**src/hdl/raster_cfg_pkg.sv**
```systemverilog
// ############################
// Framebuffer geometry, buffer map and width types
// shared by the rasterizer core and its testbench
// ############################

package raster_cfg_pkg;

    // screen size in pixels
    localparam int FB_WIDTH  = 32;
    localparam int FB_HEIGHT = 16;
    localparam int FB_PIXELS = FB_WIDTH * FB_HEIGHT;

    // front and back buffer word addresses after reset
    localparam int FRONT_INIT_BASE = 0;
    localparam int BACK_INIT_BASE  = FB_PIXELS;

    // fraction bits of a vertex coordinate
    localparam int SUBPIXEL_BITS = 4;

    typedef logic signed [15:0] coord_t;
    typedef logic signed [11:0] pix_coord_t;
    typedef logic        [31:0] vram_addr_t;
    typedef logic        [15:0] color_t;
    typedef logic signed [31:0] edge_t;

endpackage

```
**src/hdl/raster_cmd_pkg.sv**
```systemverilog
// ############################
// Command word encoding and the structs passed
// between decoder, engines and VRAM writer
// ############################

package raster_cmd_pkg;

    // opcode field of a command word, operand is always bits 15:0
    localparam int OP_POS  = 24;
    localparam int OP_SIZE = 8;

    typedef enum logic [7:0] {
        OP_SET_X0    = 8'h00,
        OP_SET_Y0    = 8'h01,
        OP_SET_X1    = 8'h02,
        OP_SET_Y1    = 8'h03,
        OP_SET_X2    = 8'h04,
        OP_SET_Y2    = 8'h05,
        OP_SET_COLOR = 8'h06,
        OP_CLEAR     = 8'h07,
        OP_DRAW      = 8'h08,
        // bit 0 of the operand selects a swap on vsync
        OP_SWAP      = 8'h09
    } opcode_e;

    // 12.4 fixed point screen position
    typedef struct packed {
        raster_cfg_pkg::coord_t x;
        raster_cfg_pkg::coord_t y;
    } vertex_t;

    typedef struct packed {
        vertex_t                v0;
        vertex_t                v1;
        vertex_t                v2;
        raster_cfg_pkg::color_t color;
    } triangle_t;

    // one pixel write toward VRAM
    typedef struct packed {
        raster_cfg_pkg::vram_addr_t addr;
        raster_cfg_pkg::color_t     data;
    } pix_write_t;

endpackage

```
**src/hdl/fb_clear.sv**
```systemverilog
// ############################
// Back buffer clear engine, one fill write per pixel
// ############################

`timescale 1ns/10ps

module fb_clear (
    input  logic                       clk,
    input  logic                       reset_i,
    input  logic                       start_i,
    input  raster_cfg_pkg::color_t     color_i,
    input  raster_cfg_pkg::vram_addr_t base_i,
    output logic                       wr_valid_o,
    output raster_cmd_pkg::pix_write_t wr_o,
    input  logic                       wr_ready_i,
    input  logic                       writer_idle_i,
    output logic                       busy_o
);
    import raster_cfg_pkg::*;

    typedef enum logic [1:0] {C_IDLE, C_FILL, C_DRAIN} state_e;

    state_e     state;
    vram_addr_t base_q;
    vram_addr_t offset;
    color_t     color_q;

    assign wr_valid_o = (state == C_FILL);
    assign wr_o       = '{addr: base_q + offset, data: color_q};
    assign busy_o     = (state != C_IDLE);

    always_ff @(posedge clk) begin
        case (state)
            C_IDLE: begin
                if (start_i) begin
                    base_q  <= base_i;
                    color_q <= color_i;
                    offset  <= '0;
                    state   <= C_FILL;
                end
            end

            C_FILL: begin
                if (wr_ready_i) begin
                    if (offset == vram_addr_t'(FB_PIXELS - 1)) begin
                        state <= C_DRAIN;
                    end else begin
                        offset <= offset + 1'b1;
                    end
                end
            end

            // wait for the final word to be acked
            C_DRAIN: begin
                if (writer_idle_i) begin
                    state <= C_IDLE;
                end
            end

            default: state <= C_IDLE;
        endcase

        if (reset_i) begin
            state <= C_IDLE;
        end
    end

endmodule

```
**config.mk**
```make
export PLATFORM = sky130hd
export DESIGN_NAME = fb_clear
export DESIGN_NICKNAME = d
export VERILOG_FILES = /design/src/hdl/raster_cfg_pkg.sv /design/src/hdl/raster_cmd_pkg.sv /design/src/hdl/fb_clear.sv
export SDC_FILE = /design/constraint.sdc
export NUM_CORES = 1
export LEC_CHECK = 0
export BUFFER_PORTS_ARGS = -buffer_cell sky130_fd_sc_hd__clkbuf_2
export CORE_ASPECT_RATIO = 1.1
export CORE_MARGIN = 5
export CORE_UTILIZATION = 50
export CTS_CLUSTER_SIZE = 8
export DETAILED_ROUTE_END_ITERATION = 10
export GPL_ROUTABILITY_DRIVEN = 0
export PLACE_DENSITY = 0.76
export REMOVE_ABC_BUFFERS = 1
export SYNTH_ARGS = -nofsm -noshare
export SYNTH_HDL_FRONTEND = slang
export SYNTH_SLANG_ARGS = --single-unit
export TNS_END_PERCENT = 20
```
**constraint.sdc**
```tcl
create_clock -name clk -period 3.4 [get_ports clk]
set_clock_uncertainty 0.05 [all_clocks]
set_input_delay 0 -clock clk [delete_from_list [all_inputs] [get_ports clk]]
set_output_delay 0 -clock clk [all_outputs]
set_load 0.02 [all_outputs]
```
==> metrics.md <==
| Metric | Value |
|---|---|
| Worst Path Max Fanout | `4` |
| Die W | `103 um` |
| Crit path max-delay cell type | `edfxtp_1` |
| Status | `complete, no violations` |
| WP data required | `3350 ps` |
| Synthesized area | `0.00478 mm^2` |
| Layout cells sized above 1 | `23.6%` |
| Psw | `0.989 mW` |
| Chain of cells forming the critical path | `ha_2, fa_1, a21oi_2, o211a_1, nor2_1, a2bb2oi_1, a21boi_2, o221ai_2, a311oi_2, xnor2_1, clkbuf_2` |
| Worst-Skew Late Latency | `350 ps` |
| P_int | `2.06 mW` |
| Yosys warnings | `0` |
| Total die area | `0.0116 mm^2` |
| Worst-case clock buffer depth | `2` |
| Global-route wire length before repair | `18.5 mm` |
| Synth Register Bits | `82` |
| Total grt overflow | `0` |
| Area growth from synthesis to layout | `30.0%` |
| CTS Root Cell | `clkbuf_8` |
| Max Cap Viol | `0` |
| Filler instances | `716` |
| Tcrit/Tclk final | `96.5%` |
| CTS Buf Count | `9` |
| Endpoints failing setup | `0` |
| Register area share after synthesis | `51.1%` |
| Cell leakage power | `2.51 nW` |
| GRT Overall Usage | `19.9%` |
| Register share of total power | `41.7%` |
| Clock share of power | `28.4%` |
| Top-area cell type share of the netlist area | `50.3%` |
| PortBufs | `102` |
| Post-synth EDFFs | `80` |
| Pins over their slew limit | `0` |
| # diodes | `0` |
| Reg clk slew, reported paths | `90 ps` |
| CTS tree | `built` |
| Number of global-route vias before repair | `4051` |
| Starting density of the core | `51.1%` |
| H-tree Lvls | `3` |
| Worst VDD drop | `0.000350 V` |
| Max transition margin | `59.5%` |
| Hold Vio Cnt, Final | `0` |
| CP arrival | `3230 ps` |
| PnR Total Power | `3.05 mW` |
| Largest net degree at the start of global routing | `49` |
| Top-count cell post-synth | `edfxtp_1` |
| Area of the multi-input gates | `0.00228 mm^2` |
| Crit path kind | `flip-flop to output port` |
| Main synth FF type | `edfxtp_1` |
| CP startpoint kind | `flip-flop` |
| CP Capture Type | `output port` |
| Core area | `0.00935 mm^2` |
| Post-route ant nets | `0` |
| Post-Syn Instances | `424` |
| Row count | `37` |
| Power Density | `490 mW/mm^2` |
| DR iter-0 viols | `226` |
| Drt pass-1 iters | `4` |
| Top cells by area, synth | `edfxtp_1, ha_1, xnor2_1` |
| Tightest Pin Transition | `608 ps` |
| Nets | `673` |
| Post-synth top cells | `edfxtp_1, nor2_1, a21oi_1` |
| Number of top-level design ports | `103` |
| Via count | `3917` |
| Hold Path Class | `input port to flip-flop` |
| # placed instances | `639` |
| Synth cell types | `52` |
| Die height | `113 um` |
| Gate power share | `29.8%` |
| Post-Route WL | `11.3 mm` |
| Synth area leader | `edfxtp_1` |
| Avg Inst Size Synth | `11.3 um^2` |
| Initial antenna violation count | `0` |
| Asr flop ratio synth | `0%` |
| Fmax | `0.305 GHz` |
| CTS Sinks | `82` |
| Post-route insts no fill | `709` |
| Drt wl/cell | `15.9 um` |
| Sw Share | `32.5%` |
| Period minus WS final | `3280 ps` |
| Vias per cell | `5.52` |
| Worst path max stage delay | `450 ps` |
| Sequential Area | `0.00244 mm^2` |
| DRC violations left | `0` |
| DP HPWL | `7.81 mm` |
==> through the flow <==
stage | hold WS [ps] | instance area, um^2 | setup slack [ps] | setup TNS (ps) | util [%]
2_1_floorplan | 22.4 | 4730 | 165 | 0 | -
3_3_place_gp | 126 | 5420 | 517 | 0 | 57.9
3_5_place_dp | 129 | 5420 | 427 | 0 | 57.9
4_1_cts | 285 | 6180 | 17.2 | 0 | 66.1
5_1_grt | 301 | 6210 | -22.0 | -22.0 | 66.4
6_report | 306 | 6210 | 118 | 0 | 66.4
==> what timing repair did <==
action,in CTS,in global routing
endpoints found under the hold margin,50,0
gates resized for setup,0,3
setup endpoints to repair,0,5
buffers inserted,0,2
hold buffers,52,0
==> worst max-delay path, delay by kind of cell, from the launching register on <==
kind | cells | cell delay (ps)
xor gates and xnor gates | 1 | 150
and+or+nand+nor | 1 | 60
DFF | 1 | 450
buffers and inverters | 1 | 180
AOI/OAI and AO/OA | 6 | 1370
adders and majority gates | 2 | 670
==> path summary, 6_finish.rpt <==
kind	cells after the start	endpoint	start	slack, ps
max	11	wr_o[44]	offset[0]	120
min	2	color_q[11]	color_i[11]	310
max reg2reg	8	offset[26]	offset[1]	800
min reg2reg	1	offset[0]	offset[0]	590
==> sequential cells by signal (all words and copies together), names as in the netlist <==
register and cells:
offset 32, state 2, base_q 32, color_q 16
==> kinds of logic after synthesis <==
kind of cell / Yosys count / synth area share, %
DFF: 82 / 51.1
xor gates and xnor gates: 54 / 9.90
AOI/OAI and AO/OA: 95 / 13.4
buffers and inverters: 16 / 1.81
and+or+nand+nor: 144 / 15.0
adders and majority gates: 33 / 8.80
==> routing by layer <==
| metal | track usage [%] | wire, um |
|---|---|---|
| met5 | 0 | 0 |
| met4 | 5.87 | 147 |
| met3 | 3.67 | 667 |
| met2 | 35.6 | 5920 |
| met1 | 24.1 | 4570 |
==> power by group through the flow <==
stage	Clock (mW)	Combinational [mW]	Sequential, mW
4_1_cts	0.876	0.899	1.27
5_1_grt	0.917	0.990	1.28
3_3_place_gp	0	0.832	1.29
3_5_place_dp	0	0.845	1.29
2_1_floorplan	0	0.582	1.29
6_report	0.866	0.908	1.27
==> cells in the final DEF (no fill, tap or decap), types with 6 or more instances in the layout <==
cell	netlist	routed
nand2_1	27	27
edfxtp_1	80	80
a21o_1	9	9
and3_1	6	6
xnor2_1	28	28
a21oi_1	35	33
ha_1	32	31
o21ai_0	18	18
nand3_1	16	16
clkbuf_8	0	9
nand4_1	12	12
xor2_1	26	26
dlygate4sd3_1	0	52
nor2_1	46	45
or3_1	6	6
clkbuf_2	0	102
inv_1	9	9
==> area by class of cell <==
type,instances,area share [%]
multi-input combinational,326,36.7
tap,117,2.36
clock inverter,6,1.85
clock buffer,10,2.06
timing repair buffer,159,17.2
inverter,9,0.544
sequential,82,39.3
Note: power is estimated with default switching activity, not from simulation.
