$ cat config.mk
export PLATFORM = sky130hd
export DESIGN_NAME = cmd_decoder
export DESIGN_NICKNAME = d
export VERILOG_FILES = /design/src/hdl/raster_cfg_pkg.sv /design/src/hdl/raster_cmd_pkg.sv /design/src/hdl/cmd_decoder.sv
export SDC_FILE = /design/constraint.sdc
export NUM_CORES = 1
export LEC_CHECK = 0
export ABC_AREA = 1
export ABC_CLOCK_PERIOD_IN_PS = 3100
export BUFFER_PORTS_ARGS = -buffer_cell sky130_fd_sc_hd__buf_2
export CORE_ASPECT_RATIO = 1.4
export CORE_MARGIN = 10
export CORE_UTILIZATION = 50
export DETAILED_ROUTE_END_ITERATION = 6
export PLACE_DENSITY = 0.79
export SKIP_LAST_GASP = 1
export SLEW_MARGIN = 20
export SYNTH_ARGS = -nofsm -noshare
export SYNTH_HDL_FRONTEND = slang
export SYNTH_SLANG_ARGS = --single-unit
$ cat constraint.sdc
create_clock -name clk -period 3.1 [get_ports clk]
set_clock_uncertainty 0.2 [all_clocks]
set_input_delay 0.62 -clock clk [delete_from_list [all_inputs] [get_ports clk]]
set_output_delay 0.62 -clock clk [all_outputs]
set_load 0.02 [all_outputs]
$ cat src/hdl/raster_cfg_pkg.sv
// ############################
// Framebuffer geometry, buffer map and width types
// shared by the rasterizer core and its testbench
// ############################

package raster_cfg_pkg;

    // screen size in pixels
    localparam int FB_WIDTH  = 32;
    localparam int FB_HEIGHT = 16;
    localparam int FB_PIXELS = FB_WIDTH * FB_HEIGHT;

    // front and back buffer word addresses after reset
    localparam int FRONT_INIT_BASE = 0;
    localparam int BACK_INIT_BASE  = FB_PIXELS;

    // fraction bits of a vertex coordinate
    localparam int SUBPIXEL_BITS = 4;

    typedef logic signed [15:0] coord_t;
    typedef logic signed [11:0] pix_coord_t;
    typedef logic        [31:0] vram_addr_t;
    typedef logic        [15:0] color_t;
    typedef logic signed [31:0] edge_t;

endpackage

$ cat src/hdl/raster_cmd_pkg.sv
// ############################
// Command word encoding and the structs passed
// between decoder, engines and VRAM writer
// ############################

package raster_cmd_pkg;

    // opcode field of a command word, operand is always bits 15:0
    localparam int OP_POS  = 24;
    localparam int OP_SIZE = 8;

    typedef enum logic [7:0] {
        OP_SET_X0    = 8'h00,
        OP_SET_Y0    = 8'h01,
        OP_SET_X1    = 8'h02,
        OP_SET_Y1    = 8'h03,
        OP_SET_X2    = 8'h04,
        OP_SET_Y2    = 8'h05,
        OP_SET_COLOR = 8'h06,
        OP_CLEAR     = 8'h07,
        OP_DRAW      = 8'h08,
        // bit 0 of the operand selects a swap on vsync
        OP_SWAP      = 8'h09
    } opcode_e;

    // 12.4 fixed point screen position
    typedef struct packed {
        raster_cfg_pkg::coord_t x;
        raster_cfg_pkg::coord_t y;
    } vertex_t;

    typedef struct packed {
        vertex_t                v0;
        vertex_t                v1;
        vertex_t                v2;
        raster_cfg_pkg::color_t color;
    } triangle_t;

    // one pixel write toward VRAM
    typedef struct packed {
        raster_cfg_pkg::vram_addr_t addr;
        raster_cfg_pkg::color_t     data;
    } pix_write_t;

endpackage

$ cat src/hdl/cmd_decoder.sv
// ############################
// Command stream front end: loads triangle registers,
// launches clear/draw engines and swaps buffers
// ############################

`timescale 1ns/10ps

module cmd_decoder (
    input  logic                       clk,
    input  logic                       reset_i,
    input  logic                       cmd_valid_i,
    input  logic [31:0]                cmd_data_i,
    output logic                       cmd_ready_o,
    input  logic                       vsync_i,
    input  logic                       raster_busy_i,
    input  logic                       clear_busy_i,
    output logic                       raster_start_o,
    output logic                       clear_start_o,
    output raster_cmd_pkg::triangle_t  tri_o,
    output raster_cfg_pkg::color_t     clear_color_o,
    output raster_cfg_pkg::vram_addr_t back_base_o,
    output raster_cfg_pkg::vram_addr_t front_addr_o,
    output logic                       swap_o
);
    import raster_cfg_pkg::*;
    import raster_cmd_pkg::*;

    typedef enum logic [1:0] {IDLE, WAIT_ENGINE, WAIT_VSYNC} state_e;

    state_e  state;
    opcode_e opcode;
    color_t  operand;
    logic    xfer;
    logic    do_swap;

    assign opcode  = opcode_e'(cmd_data_i[OP_POS +: OP_SIZE]);
    assign operand = cmd_data_i[15:0];
    // hold off one cycle after a swap so swap pulses never merge
    assign cmd_ready_o = (state == IDLE) && !swap_o;
    assign xfer        = cmd_valid_i && cmd_ready_o;
    assign do_swap = (xfer && opcode == OP_SWAP && !cmd_data_i[0]) ||
                     (state == WAIT_VSYNC && vsync_i);

    always_ff @(posedge clk) begin
        raster_start_o <= 1'b0;
        clear_start_o  <= 1'b0;
        swap_o         <= 1'b0;

        case (state)
            IDLE: begin
                if (xfer) begin
                    case (opcode)
                        OP_SET_X0:    tri_o.v0.x  <= operand;
                        OP_SET_Y0:    tri_o.v0.y  <= operand;
                        OP_SET_X1:    tri_o.v1.x  <= operand;
                        OP_SET_Y1:    tri_o.v1.y  <= operand;
                        OP_SET_X2:    tri_o.v2.x  <= operand;
                        OP_SET_Y2:    tri_o.v2.y  <= operand;
                        OP_SET_COLOR: tri_o.color <= operand;
                        OP_CLEAR: begin
                            clear_color_o <= operand;
                            clear_start_o <= 1'b1;
                            state         <= WAIT_ENGINE;
                        end
                        OP_DRAW: begin
                            raster_start_o <= 1'b1;
                            state          <= WAIT_ENGINE;
                        end
                        OP_SWAP: begin
                            if (cmd_data_i[0]) begin
                                state <= WAIT_VSYNC;
                            end
                        end
                        // unknown words are dropped
                        default: ;
                    endcase
                end
            end

            WAIT_ENGINE: begin
                // busy only rises on the edge after the start pulse
                if (!raster_start_o && !clear_start_o && !raster_busy_i && !clear_busy_i) begin
                    state <= IDLE;
                end
            end

            WAIT_VSYNC: begin
                if (vsync_i) begin
                    state <= IDLE;
                end
            end

            default: state <= IDLE;
        endcase

        if (do_swap) begin
            front_addr_o <= back_base_o;
            back_base_o  <= front_addr_o;
            swap_o       <= 1'b1;
        end

        if (reset_i) begin
            state          <= IDLE;
            raster_start_o <= 1'b0;
            clear_start_o  <= 1'b0;
            swap_o         <= 1'b0;
            front_addr_o   <= vram_addr_t'(FRONT_INIT_BASE);
            back_base_o    <= vram_addr_t'(BACK_INIT_BASE);
        end
    end

endmodule

==> run summary <==
most frequent cell after synthesis - edfxtp_1
compound-gate portion of the synthesized area - 7.887%
area grow syn2layout - 25.84%
worst hold path class - in2reg
Final nets - 761
R2R setup slack - 1.10 ns
H-Tree Depth - 4
largest net degree at the start of global routing - 66
Final GP Congestion - 0.7979
Pins Over Slew Limit - 0
share of cells above drive strength 1 - 54.89%
sequential area share after synthesis - 73.35%
status - finished clean
Site Rows - 51
RSZ-0062 raised after global routing - no
clk_lat worst skew - 0.42 ns
leading post-synthesis cells by cell area - edfxtp_1, dfxtp_1, a21oi_2, nand2_2, nand3_1
Setup violations, final - 0
worst IR drop on VDD - 390.2 µV
simple-gate share of the synthesized area - 14.39%
DP Wirelength - 12070 µm
Max Clk Rate - 480.4 MHz
Hold Path Stages - 1
number of clock sinks - 197
Initial Util - 50.97%
MaxCap Viol Count - 0
Avg WL per Cell - 18.69 µm
starting DRC count in detailed routing - 321
CTS tree - done
die height - 161.2 µm
Die Area - 19490 µm²
Adder-Cell Fraction of Synth Area - 0%
worst path required time - 2.28 ns
number of global-route vias before repair - 4735
synthesized instance count - 496
diode count - 0
Final Hold Viols - 0
slew margin rel. - 56.21%
Critical Path Fanout Max - 5
Vias/cell - 5.111
PortBufs - 225
mapped cell area - 7123 µm²
GRT Util Overall - 17.23%
Final Power - 5.085 mW
post-synthesis xor/xnor area fraction - 0%
I/O pins - 234
pre-CTS setup slack - 0.7659 ns
Final WS setup - 1.018 ns
FF+latch count, synth - 197
post_cts resized - 0
Setup crit start - state[0]
Worst R2R Start - state[0]
Routed Antenna Nets - 0
first-pass GRT wire length - 26900 µm
Synth cell types - 24
GRT overflow - 0
DRC Markers - 0
Synth top area share - 53.96%
# placed instances - 889
Num CTS Buffers - 17
clk root buf - clkbuf_16
setup TNS - 0 ns
Warnings, synthesis - 0
largest family of logic cells by synthesized area - simple AND/OR/NAND/NOR gates
die width - 120.9 µm
hold-fix buffers at CTS - 0
ys flop type - edfxtp_1
crit path DAT - 1.26 ns
top cells by count, synth - edfxtp_1, nand3_1, dfxtp_1
Non-Filler Instances - 921
pwr/cell area - 567.3 nW/µm²
clock-pin slew on the worst setup and hold paths - 0.08 ns
Tmin final - 2.082 ns
Routed WL - 17210 µm
post-synth top area cell - edfxtp_1
Setup crit end - cmd_ready_o
Final period util - 67.15%
Worst setup SP type - flop
EDFF count, synth - 128
Worst-Margin Slew - 0.6569 ns
crit path kind - reg2out
Post-CTS Setup Bufs - 0
Syn Area/Cell - 14.36 µm²
initial antenna violation count - 0
Worst setup EP type - output pin
fraction of registers with async set/reset - 0%
Core Area - 13970 µm²
CTS Buffer Depth - 2
Static Leak - 3.423 nW
Pre-Repair DR Iteration Count - 4
post-synthesis mux area share - 0%
post-synth net total - 534
R2R depth - 6
via count - 4707
reg2reg end - tri_o[38]
[through the flow]
| step | utilization, % | hold slack [ns] | area, µm² |
|---|---|---|---|
| final | 64.14 | 0.2625 | 8964 |
| after CTS | 64.14 | 0.2490 | 8964 |
| after floorplan | - | 0.2967 | 7123 |
| after global placement | 59.76 | 0.2595 | 8352 |
| after detailed placement | 59.76 | 0.2677 | 8352 |
| after global routing | 64.14 | 0.2589 | 8964 |
[how the worst min path moves through the flow]
stage,start,end,slack [ns]
final,cmd_data_i[12],clear_color_o[12],0.26
after global routing,cmd_data_i[12],tri_o[12],0.26
after CTS,cmd_data_i[11],tri_o[107],0.25
after detailed placement,back_base_o[0],front_addr_o[0],0.27
after global placement,back_base_o[31],front_addr_o[31],0.26
after floorplan,state[0],state[0],0.30
[kinds of logic (layout without fill, tap and decap cells)]
kind of cell	Yosys count	in the layout
compound gates	68	68
buf+inv	42	282
flops	197	197
simple gates	189	189
[power by group]
group / internal (mW) / switching, mW
Sequential: 2.79 / 0.00121
Combinational: 0.0269 / 0.0757
Clock: 1.10 / 1.09
[routing by layer]
layer  routed length [µm]  global-route usage, %  vias to the layer above
met3                 2256                  8.339                       20
met5                    0                      0                        -
met2                 8176                  27.28                      232
met4                  226                  4.895                        0
met1                 6551                  20.30                     2253
li1                     -                      -                     2202
[worst max-delay path, cell delays in order (launching register included)]
cell and delay, ns:
dfxtp_1 0.34, inv_2 0.12, nand2_4 0.09, nor2_1 0.11
buf_2 0.19
[placed cells by master, fill, tap and decap left out, types with 5 or more instances in the layout]
master     synthesis  layout
a21oi_1            7       7
a21oi_2           59      59
buf_2              6     224
buf_4              1      11
clkbuf_16          0      17
clkinv_8           0       6
dfxtp_1           69      69
edfxtp_1         128     128
inv_1             11      11
nand2_1           23      23
nand2_2           60      60
nand3_1           71      70
nor2_1            23      18
nor2_2             0       5
[area by class of cell]
type                    count  area (µm²)
clock buffers              18       429.2
fillers                  1039        5011
inverters                  14       52.55
repair buffers            236        1224
flip-flops and latches    197        5225
multi-input cells         257        1619
clock inverters            14       182.7
well taps                 185       231.5
[state kept, by name, summed over array words and instances (netlist names)]
name / count
clear_start_o: 1
back_base_o: 32
clear_color_o: 16
raster_start_o: 1
state: 2
front_addr_o: 32
tri_o: 112
swap_o: 1
Power figures use the tool's default switching activity.
