`src/hdl/raster_cfg_pkg.sv`:
```
// ############################
// Framebuffer geometry, buffer map and width types
// shared by the rasterizer core and its testbench
// ############################

package raster_cfg_pkg;

    // screen size in pixels
    localparam int FB_WIDTH  = 32;
    localparam int FB_HEIGHT = 16;
    localparam int FB_PIXELS = FB_WIDTH * FB_HEIGHT;

    // front and back buffer word addresses after reset
    localparam int FRONT_INIT_BASE = 0;
    localparam int BACK_INIT_BASE  = FB_PIXELS;

    // fraction bits of a vertex coordinate
    localparam int SUBPIXEL_BITS = 4;

    typedef logic signed [15:0] coord_t;
    typedef logic signed [11:0] pix_coord_t;
    typedef logic        [31:0] vram_addr_t;
    typedef logic        [15:0] color_t;
    typedef logic signed [31:0] edge_t;

endpackage

```
`src/hdl/raster_cmd_pkg.sv`:
```
// ############################
// Command word encoding and the structs passed
// between decoder, engines and VRAM writer
// ############################

package raster_cmd_pkg;

    // opcode field of a command word, operand is always bits 15:0
    localparam int OP_POS  = 24;
    localparam int OP_SIZE = 8;

    typedef enum logic [7:0] {
        OP_SET_X0    = 8'h00,
        OP_SET_Y0    = 8'h01,
        OP_SET_X1    = 8'h02,
        OP_SET_Y1    = 8'h03,
        OP_SET_X2    = 8'h04,
        OP_SET_Y2    = 8'h05,
        OP_SET_COLOR = 8'h06,
        OP_CLEAR     = 8'h07,
        OP_DRAW      = 8'h08,
        // bit 0 of the operand selects a swap on vsync
        OP_SWAP      = 8'h09
    } opcode_e;

    // 12.4 fixed point screen position
    typedef struct packed {
        raster_cfg_pkg::coord_t x;
        raster_cfg_pkg::coord_t y;
    } vertex_t;

    typedef struct packed {
        vertex_t                v0;
        vertex_t                v1;
        vertex_t                v2;
        raster_cfg_pkg::color_t color;
    } triangle_t;

    // one pixel write toward VRAM
    typedef struct packed {
        raster_cfg_pkg::vram_addr_t addr;
        raster_cfg_pkg::color_t     data;
    } pix_write_t;

endpackage

```
`src/hdl/vram_writer.sv`:
```
// ############################
// Single-entry write buffer in front of the VRAM
// sel/ack port, shared by both engines
// ############################

`timescale 1ns/10ps

module vram_writer (
    input  logic                       clk,
    input  logic                       reset_i,
    input  logic                       a_valid_i,
    input  raster_cmd_pkg::pix_write_t a_i,
    input  logic                       b_valid_i,
    input  raster_cmd_pkg::pix_write_t b_i,
    output logic                       ready_o,
    output logic                       idle_o,
    output logic                       vram_sel_o,
    output raster_cmd_pkg::pix_write_t vram_req_o,
    input  logic                       vram_ack_i
);
    import raster_cmd_pkg::*;

    pix_write_t buf_q;
    logic       full;

    assign ready_o    = !full;
    assign idle_o     = !full;
    // request is held from the buffer until ack
    assign vram_sel_o = full;
    assign vram_req_o = buf_q;

    always_ff @(posedge clk) begin
        if (!full) begin
            if (a_valid_i) begin
                buf_q <= a_i;
                full  <= 1'b1;
            end else if (b_valid_i) begin
                buf_q <= b_i;
                full  <= 1'b1;
            end
        end else if (vram_ack_i) begin
            full <= 1'b0;
        end

        if (reset_i) begin
            full <= 1'b0;
        end
    end

endmodule

```
`config.mk`:
```
export PLATFORM = sky130hd
export DESIGN_NAME = vram_writer
export DESIGN_NICKNAME = d
export VERILOG_FILES = /design/src/hdl/raster_cfg_pkg.sv /design/src/hdl/raster_cmd_pkg.sv /design/src/hdl/vram_writer.sv
export SDC_FILE = /design/constraint.sdc
export NUM_CORES = 1
export LEC_CHECK = 0
export BUFFER_PORTS_ARGS = -buffer_cell sky130_fd_sc_hd__buf_4
export CAP_MARGIN = 10
export CORE_MARGIN = 5
export CORE_UTILIZATION = 38
export CTS_BUF_LIST = sky130_fd_sc_hd__clkbuf_16
export DETAILED_ROUTE_END_ITERATION = 6
export GPL_ROUTABILITY_DRIVEN = 0
export PLACE_DENSITY = 0.76
export SLEW_MARGIN = 0
export SYNTH_ARGS = -nofsm -noshare
export SYNTH_HDL_FRONTEND = slang
export SYNTH_SLANG_ARGS = --single-unit
```
`constraint.sdc`:
```
create_clock -name clk -period 3.6 [get_ports clk]
set_input_delay 0.72 -clock clk [delete_from_list [all_inputs] [get_ports clk]]
set_output_delay 0.72 -clock clk [all_outputs]
set_load 0.1 [all_outputs]
```
==> run_results.csv, run 1 <==
group,metric,value,unit
yosys,netlist-cell-type-count,10,
worst_setup_path,crit_type,"in -> reg",
yosys,synth_nets,210,
clocking,htreeDepth,2,
worst_setup_path,worstPathArrival,1810,ps
detailed_routing,vias,1543,
worst_setup_path,crit_slowest_cell,"buf_4",
timing,worstMarginPinSlew,865,ps
yosys,synthesis.instances,109,
finish,multi_input_area,753,sq um
timing,hold_violations,0,
status,status,"finished clean",
timing,finalSetupViolCount,0,
flow_run,maxCapViolCount,0,
clocking,cts_tree,"built",
worst_hold_path,min_path_type,"reg -> reg",
pwr,powerDensity,517,nW/um^2
yosys,synth-main-ff-cell,"edfxtp_1",
timing,period_minus_slack,1870,ps
timing,period_share,0.520,
finish,diodes,0,
yosys,synthTopCellsByCount,"edfxtp_1, mux2_4, buf_12",
yosys,synth_edf_count,48,
floorplanning,fp.dieW,88.3,um
yosys,syn_area_per_cell,21.4,sq um
pwr,p_leak,0.00170,uW
worst_setup_path,cp.buffers_inverters,2,
detailed_routing,drtIter0Drc,48,
worst_setup_path,crit_family,"buffers and inverters",
pwr,ir_drop,0.305,mV
placed_design,dp_hpwl,4710,um
pwr,power.total,1870,uW
floorplanning,coreArea,5960,sq um
clocking,cts_resized,0,
timing,finClkSkew,1.87,ps
worst_setup_path,path_max_fanout,31,
detailed_routing,firstDrtPassIters,4,
global_routing,grt_pass1_wl,8450,um
worst_setup_path,cp.required,3540,ps
floorplanning,start_util,0.391,
detailed_routing,viasPerCell,4.57,
yosys,synth-async-reset-ratio,0,
clocking,cts_made_buffers,5,
floorplanning,io-pin-count,152,
placed_design,port_buffers,151,
worst_setup_path,cp_common_cell,"buf_4",
yosys,yosysTopAreaCell,"edfxtp_1",
finish,drive_gt1_frac,0.795,
finish,regArea,1460,sq um
yosys,synth_area,2330,sq um
worst_setup_path,cpPeakStageDelay,480,ps
global_routing,grt_max_degree,50,
global_routing,grt_util_all_layers,0.146,
worst_setup_path,rrSetupSlack,1920,ps
finish,nets,363,
finish,fill_cells,465,
detailed_routing,wl,6040,um
timing,grt_setup_unrepaired,"no",
clocking,post_cts_buffers,0,
floorplanning,dieArea,7800,sq um
detailed_routing,wl_per_cell,17.9,um
finish,syn2layout_area_growth,55.5,%
clocking,clock_latency,280,ps
yosys,synth_top_area_share,0.619,
clocking,cts_hold_buf,0,
yosys,yosysWarningCount,0,
timing,fin_tns_setup,0,ps
detailed_routing,postRouteAntennaNets,0,
timing,max_freq,534,MHz
global_routing,grt_pass1_vias,1645,
detailed_routing,remaining_drc_errors,0,
yosys,synth_seq_area_share,0.627,
timing,finalMaxSlewViolations,0,
clocking,cts_sinks,49,
global_routing,grt_overflow,0,
yosys,ys_seq_elements,49,
timing,maxSlewHeadroom,0.423,
clocking,clk_path_buf_depth,2,
floorplanning,die_h,88.3,um
clocking,clk_pin_slew,60,ps
global_routing,grt_antenna_before_repair,0,
yosys,ys_top_cells_by_area,"edfxtp_1, mux2_4, buf_12",
clocking,cts-root-buf,"clkbuf_16",
floorplanning,std_cell_rows,28,
worst_setup_path,endpoint_kind,"register",
worst_setup_path,cp-start-kind,"input port",
worst_setup_path,cp_cell_sequence,"buf_4 -> nor2_1 -> nor2_4 -> buf_4",
==> routing by layer <==
metal  share of wire  routed length, um  track usage  vias to the layer above
li1                -                  -            -                      724
met4           0.018                106       0.0495                        0
met3            0.12                735       0.0466                        9
met2            0.50               3030        0.262                       96
met5               0                  0            0                        -
met1            0.36               2170        0.162                      714
==> cells by family after synthesis <==
family                 share of synthesized area
flip-flops                                 0.627
buffers and inverters                     0.0526
AND/OR/NAND/NOR                          0.00537
AO/OA/AOI/OAI                            0.00537
multiplexers                               0.309
==> state kept, by name, summed over array words and instances (netlist names) <==
signal      cells
vram_req_o     48
vram_sel_o      1
==> area by class of cell <==
cell class,instances,share of cell area
Timing Repair Buffer,153,0.317
Sequential cell,49,0.403
Clock inverter,3,0.0104
Multi-Input combinational cell,52,0.208
Clock buffer,5,0.0345
Inverter,1,0.00104
Tap cell,75,0.0259
==> per-stage QoR <==
stage / util / setup WS (ps) / instance area [sq um] / hold slack, ps / cells
after floorplan: - / 63.8 / 2330 / 793 / 109
after global placement: 0.581 / 1440 / 3460 / 597 / 330
after detailed placement: 0.581 / 1390 / 3460 / 593 / 330
after CTS: 0.608 / 1690 / 3620 / 586 / 338
after global routing: 0.608 / 1620 / 3620 / 590 / 338
final: 0.608 / 1730 / 3620 / 591 / 338
==> path summary, 6_finish.rpt <==
path              cells past startpoint              to       start
setup reg to reg                      2  vram_req_o[35]  vram_sel_o
hold reg to reg                       1      vram_sel_o  vram_sel_o
hold / removal                        1      vram_sel_o  vram_sel_o
setup / recovery                      4  vram_req_o[35]   b_valid_i
==> cell usage in the layout (no fill, tap or decap) <==
master       n
nor2_4       1
edfxtp_1    48
inv_1        2
mux2_4      48
clkinv_1     1
buf_4      153
nor2_1       1
clkbuf_16    5
dfxtp_1      1
a211oi_2     1
nor3_1       1
bufinv_16    1
==> where the power goes <==
part	switching, uW	total, uW	leakage (uW)	internal [uW]
combinational	452	648	0.00114	196
sequential	15.8	707	0.000477	692
clock	194	517	0.0000826	323
total	662	1870	0.00170	1210
(Power assumes the default switching activity.)
==> run 2: changes to the inputs <==
--- a/config.mk
+++ b/config.mk
@@ -5,14 +5,15 @@
 export SDC_FILE = /design/constraint.sdc
 export NUM_CORES = 1
 export LEC_CHECK = 0
+export ABC_AREA = 1
 export BUFFER_PORTS_ARGS = -buffer_cell sky130_fd_sc_hd__buf_4
 export CAP_MARGIN = 10
 export CORE_MARGIN = 5
-export CORE_UTILIZATION = 38
+export CORE_UTILIZATION = 41
 export CTS_BUF_LIST = sky130_fd_sc_hd__clkbuf_16
 export DETAILED_ROUTE_END_ITERATION = 6
 export GPL_ROUTABILITY_DRIVEN = 0
-export PLACE_DENSITY = 0.76
+export PLACE_DENSITY = 0.81
 export SLEW_MARGIN = 0
 export SYNTH_ARGS = -nofsm -noshare
 export SYNTH_HDL_FRONTEND = slang
==> constraint.sdc (replaced) <==
create_clock -name clk -period 1.9 [get_ports clk]
set_input_delay 0.38 -clock clk [delete_from_list [all_inputs] [get_ports clk]]
set_output_delay 0.38 -clock clk [all_outputs]
set_load 0.1 [all_outputs]
==> run 2 against run 1 <==
Effect of this change:
- flip-flop and latch count stayed put
- count of clock-buffer cells in the layout is the same
- first-iteration DRC count increased by 98%
- die area fell by 14%
- worst hold slack got worse by 350 ps
- total power up 84%
- sequential share of layout area grew 2.3 points
- clock power up 60%
- highest routed layer unchanged
==> run_results.csv, run 2 <==
group,metric,value,unit
status,status,"finished clean",
global_routing,grt_pass1_vias,1829,
clocking,cts_tree,"built",
clocking,cts-root-buf,"clkbuf_16",
clocking,clk_pin_slew,60,ps
detailed_routing,dr_wl_met2,3430,um
finish,syn2layout_area_growth,62.0,%
worst_setup_path,worstPathArrival,1010,ps
yosys,netlist-cell-type-count,10,
detailed_routing,wl_met1,1900,um
detailed_routing,wl_met3,578,um
worst_setup_path,crit_family,"buffers and inverters",
detailed_routing,wl_per_cell,14.0,um
finish,largest_reg_flops,48,
detailed_routing,vias,1937,
pwr,ir_drop,0.572,mV
yosys,synth-async-reset-ratio,0,
timing,max_freq,718,MHz
floorplanning,coreArea,5070,sq um
finish,diodes,0,
global_routing,grt_antenna_before_repair,0,
yosys,synthTopCellsByCount,"nand2_1, edfxtp_1, buf_2",
worst_setup_path,crit_slowest_cell,"dfxtp_4",
pwr,p_leak,0.00174,uW
yosys,yosysTopAreaCell,"edfxtp_1",
floorplanning,io-pin-count,152,
yosys,synthesis.instances,212,
timing,period_minus_slack,1390,ps
yosys,synth_seq_area_share,0.689,
floorplanning,die_h,81.9,um
yosys,yosysMostFrequentCell,"nand2_1",
clocking,cts_made_buffers,5,
detailed_routing,postRouteAntennaNets,0,
clocking,clock_latency,280,ps
floorplanning,fp.dieW,81.9,um
floorplanning,std_cell_rows,26,
timing,worstMarginPinSlew,791,ps
worst_hold_path,min_path_type,"in -> reg",
worst_setup_path,crit_type,"reg -> out",
worst_setup_path,cp.buffers_inverters,2,
clocking,cts_sinks,49,
worst_hold_path,holdPathStages,2,
detailed_routing,viasPerCell,4.48,
finish,final_common_cell,"buf_4",
clocking,clk_path_buf_depth,2,
worst_setup_path,endpoint_kind,"primary output",
worst_setup_path,cp_cell_sequence,"clkinvlp_4 -> buf_4",
detailed_routing,top_layer,"met4",
worst_setup_path,cp.required,1520,ps
worst_setup_path,worst-path-stages,2,
timing,finalSetupViolCount,0,
timing,finClkSkew,1.92,ps
floorplanning,dieArea,6710,sq um
global_routing,grt_max_degree,49,
yosys,yosysWarningCount,0,
yosys,synth_nets,313,
detailed_routing,drtIter0Drc,95,
detailed_routing,firstDrtPassIters,5,
yosys,synth-main-ff-cell,"edfxtp_1",
detailed_routing,wl,6060,um
placed_design,port_buffers,151,
clocking,htreeDepth,2,
yosys,synth_area,2120,sq um
timing,period_share,0.733,
worst_setup_path,cp-start-kind,"register",
yosys,ys_seq_elements,49,
clocking,cts_resized,0,
timing,grt_setup_unrepaired,"no",
pwr,powerDensity,1000,nW/um^2
clocking,post_cts_buffers,0,
yosys,synth_top_area_share,0.680,
yosys,syn_area_per_cell,10.0,sq um
global_routing,grt_overflow,0,
pwr,power.total,3440,uW
timing,fin_tns_setup,0,ps
yosys,ys_top_cells_by_area,"edfxtp_1, nand2_1, buf_6",
detailed_routing,remaining_drc_errors,0,
timing,holdWs,245,ps
worst_setup_path,path_max_fanout,3,
finish,drive_gt1_frac,0.459,
timing,maxSlewHeadroom,0.472,
flow_run,maxCapViolCount,0,
timing,hold_violations,0,
worst_setup_path,r2r_cells,4,
finish,nets,462,
global_routing,grt_util_all_layers,0.172,
clocking,cts_hold_buf,0,
finish,final_cell_mix,"buf_4, nand2_1, edfxtp_1",
yosys,synth_edf_count,48,
worst_setup_path,cpPeakStageDelay,350,ps
timing,finalMaxSlewViolations,0,
global_routing,grt_pass1_wl,8470,um
floorplanning,start_util,0.418,
-- run 2: cell count changes after synthesis, sizes merged, moves of 2 or more --
cell	change
nand2	+145
nor2	-2
mux2	-48
buf	+5
inv	+3
-- run 2: final timing paths --
kind / start / slack, ps / end
setup reg to reg: vram_sel_o / 650 / vram_req_o[13]
setup / recovery: vram_sel_o / 510 / ready_o
hold / removal: reset_i / 250 / vram_sel_o
hold reg to reg: vram_sel_o / 510 / vram_sel_o
-- run 2: cells by family (layout without fill, tap and decap cells) --
| family | after synthesis | in the layout | share of synthesized area |
|---|---|---|---|
| compound gates | 2 | 2 | 0.00472 |
| buf+inv | 16 | 166 | 0.0496 |
| flops | 49 | 49 | 0.689 |
| simple gates | 145 | 145 | 0.257 |
-- run 2: where the power goes --
part | internal [uW] | switching (uW) | total (uW)
clock network | 478 | 348 | 826
registers | 1320 | 29.7 | 1350
logic | 303 | 964 | 1270
-- run 2: routing by layer --
layer  up-vias  GRT usage
met5         -          0
li1        970          -
met2        86      0.342
met3        18     0.0592
met1       863      0.157
met4         0     0.0664
-- run 2: area by class of cell --
| cell class | instances | area [sq um] |
|---|---|---|
| multi-input cells | 147 | 566 |
| well taps | 70 | 87.6 |
| inverters | 4 | 22.5 |
| fillers | 431 | 1640 |
| flip-flops and latches | 49 | 1470 |
| clock inverters | 3 | 13.8 |
| clock buffers | 5 | 125 |
| repair buffers | 154 | 1160 |
-- run 2: per-stage QoR --
stage	setup WS [ps]	instance area [sq um]	util	cells
after floorplan	-488	2140	-	212
after global placement	387	3300	0.650	424
after detailed placement	269	3300	0.650	424
after CTS	496	3440	0.677	432
after global routing	463	3440	0.677	432
final	507	3440	0.677	432
==> run 3: changes to the inputs <==
--- a/config.mk
+++ b/config.mk
@@ -9,11 +9,11 @@
 export BUFFER_PORTS_ARGS = -buffer_cell sky130_fd_sc_hd__buf_4
 export CAP_MARGIN = 10
 export CORE_MARGIN = 5
-export CORE_UTILIZATION = 41
+export CORE_UTILIZATION = 37
 export CTS_BUF_LIST = sky130_fd_sc_hd__clkbuf_16
 export DETAILED_ROUTE_END_ITERATION = 6
 export GPL_ROUTABILITY_DRIVEN = 0
-export PLACE_DENSITY = 0.81
+export PLACE_DENSITY = 0.77
 export SLEW_MARGIN = 0
 export SYNTH_ARGS = -nofsm -noshare
 export SYNTH_HDL_FRONTEND = slang
==> constraint.sdc (replaced) <==
create_clock -name clk -period 1.1 [get_ports clk]
set_input_delay 0.22 -clock clk [delete_from_list [all_inputs] [get_ports clk]]
set_output_delay 0.22 -clock clk [all_outputs]
set_load 0.1 [all_outputs]
==> run 3 against run 2 <==
Effect of this change:
- the run now ends with setup timing left
- critical path type unchanged
- global-route usage decreased by 0.61 points
- first-iteration DRC count down 45%
- die area up 9.5%
- critical endpoint unchanged
- clock skew is essentially flat
- largest power group is now combinational logic
- sequential share of layout area shrank 4.2 points
- cell area increased by 11%
- routed wire length is 2.6% higher
==> run_results.csv, run 3 (synthesis results as in run 2) <==
group,metric,value,unit
worst_setup_path,crit_slowest_cell,"dfxtp_4",
detailed_routing,firstDrtPassIters,5,
floorplanning,dieArea,7350,sq um
finish,final_cell_mix,"nand2_1, buf_4, edfxtp_1",
timing,grt_setup_unrepaired,"yes",
worst_hold_path,min_path_type,"in -> reg",
clocking,cts-root-buf,"clkbuf_16",
global_routing,grt_max_degree,30,
global_routing,grt_use_met2,0.321,
pwr,p_leak,0.00188,uW
floorplanning,coreArea,5540,sq um
worst_setup_path,path_max_fanout,2,
clocking,cts_made_buffers,5,
floorplanning,std_cell_rows,27,
worst_setup_path,cpPeakStageDelay,360,ps
global_routing,grt_util_all_layers,0.166,
clocking,htreeDepth,2,
finish,fin_cells,441,
floorplanning,start_util,0.383,
clocking,cts_sinks,49,
clocking,clock_latency,280,ps
detailed_routing,postRouteAntennaNets,0,
detailed_routing,remaining_drc_errors,0,
timing,worstMarginPinSlew,317,ps
finish,fill_cells,416,
global_routing,grt_overflow,0,
finish,drive_gt1_frac,0.472,
clocking,clk_pin_slew,60,ps
finish,diodes,0,
clocking,cts_hold_buf,0,
global_routing,busiest_layer,"met2",
timing,hold_violations,0,
timing,finClkSkew,1.55,ps
detailed_routing,vias,1934,
floorplanning,fp.dieW,85.7,um
timing,fin_tns_setup,-2980,ps
timing,finalMaxSlewViolations,0,
timing,setup_ws,-169,ps
finish,final_common_cell,"nand2_1",
worst_setup_path,cp_cell_sequence,"clkinvlp_4 -> buf_6 -> buf_12",
worst_setup_path,cp-start-kind,"register",
worst_setup_path,worstPathArrival,1050,ps
timing,maxSlewHeadroom,0.789,
placed_design,dp_hpwl,4850,um
detailed_routing,wl,6220,um
finish,nets,469,
worst_setup_path,endpoint_kind,"primary output",
worst_setup_path,crit_type,"reg -> out",
global_routing,grt_antenna_before_repair,0,
floorplanning,io-pin-count,152,
timing,max_freq,788,MHz
clocking,cts_tree,"built",
status,status,"complete, but fails checks",
detailed_routing,drtIter0Drc,52,
detailed_routing,wl_per_cell,14.1,um
flow_run,maxCapViolCount,0,
timing,finalSetupViolCount,52,
finish,syn2layout_area_growth,79.5,%
worst_setup_path,cp.required,880,ps
timing,period_minus_slack,1270,ps
clocking,clk_path_buf_depth,2,
floorplanning,die_h,85.7,um
finish,largest_reg_flops,48,
global_routing,grt_pass1_vias,1928,
pwr,ir_drop,0.843,mV
detailed_routing,viasPerCell,4.39,
timing,period_share,1.15,
status,violations,"setup timing",
global_routing,grtUsageMet3,0.0413,
global_routing,grt_pass1_wl,9500,um
pwr,powerDensity,1640,nW/um^2
placed_design,port_buffers,151,
placed_design,dpl.cell_count,432,
global_routing,use_met1,0.181,
[run 3: cell count changes in the layout (fill, tap and decap cells not counted)]
cell / before / now
clkinvlp_4: 2 / 3
buf_8: 0 / 10
buf_12: 0 / 7
inv_1: 2 / 1
buf_6: 0 / 40
buf_4: 154 / 104
[run 3: critical path, delay by kind of cell (launching register included)]
| family | cells | cell delay [ps] |
|---|---|---|
| flip-flops | 1 | 360 |
| buffers and inverters | 3 | 410 |
[run 3: metal layers]
layer / vias up / share of wire
li1: 984 / -
met1: 860 / 0.35
met2: 86 / 0.56
met3: 4 / 0.081
met4: 0 / 0.0068
met5: - / 0
[run 3: area by class of cell]
cell class / count / area (sq um) / area share
clock buffer: 5 / 125 / 0.0329
clock inverter: 3 / 17.5 / 0.00460
tap: 72 / 90.1 / 0.0237
timing repair buffer: 161 / 1520 / 0.400
multi-input combinational: 147 / 566 / 0.149
inverter: 4 / 22.5 / 0.00592
sequential: 49 / 1470 / 0.385
[run 3: worst paths after layout]
kind,start,endpoint,slack [ps],cells after the start
max,vram_sel_o,ready_o,-170,3
min,reset_i,vram_sel_o,80,2
max reg2reg,vram_sel_o,vram_req_o[22],-60,4
min reg2reg,vram_sel_o,vram_sel_o,650,3
[run 3: report_power, final]
part	internal [uW]	leakage, uW	switching [uW]
registers	2290	0.000487	86.2
logic	735	0.00132	1680
clock network	833	0.0000696	611
[run 3: per-stage QoR]
step / power, uW / cell area [sq um] / hold WS [ps] / setup slack, ps / util
after floorplan: 3960 / 2140 / 279 / -1290 / -
after global placement: 4590 / 3390 / 373 / -25.3 / 0.613
after detailed placement: 4630 / 3390 / 373 / -50.6 / 0.613
after CTS: 6250 / 3770 / 73.8 / -168 / 0.680
after global routing: 6460 / 3810 / 75.0 / -196 / 0.687
final: 6240 / 3810 / 80.4 / -169 / 0.687
[run 3: timing repair]
| action | CTS | global route |
|---|---|---|
| gates resized for setup | 59 | 11 |
| pin swaps | 0 | 0 |
| setup buffers | 1 | 1 |
| setup endpoints to repair | 99 | 92 |
| gates cloned | 0 | 0 |
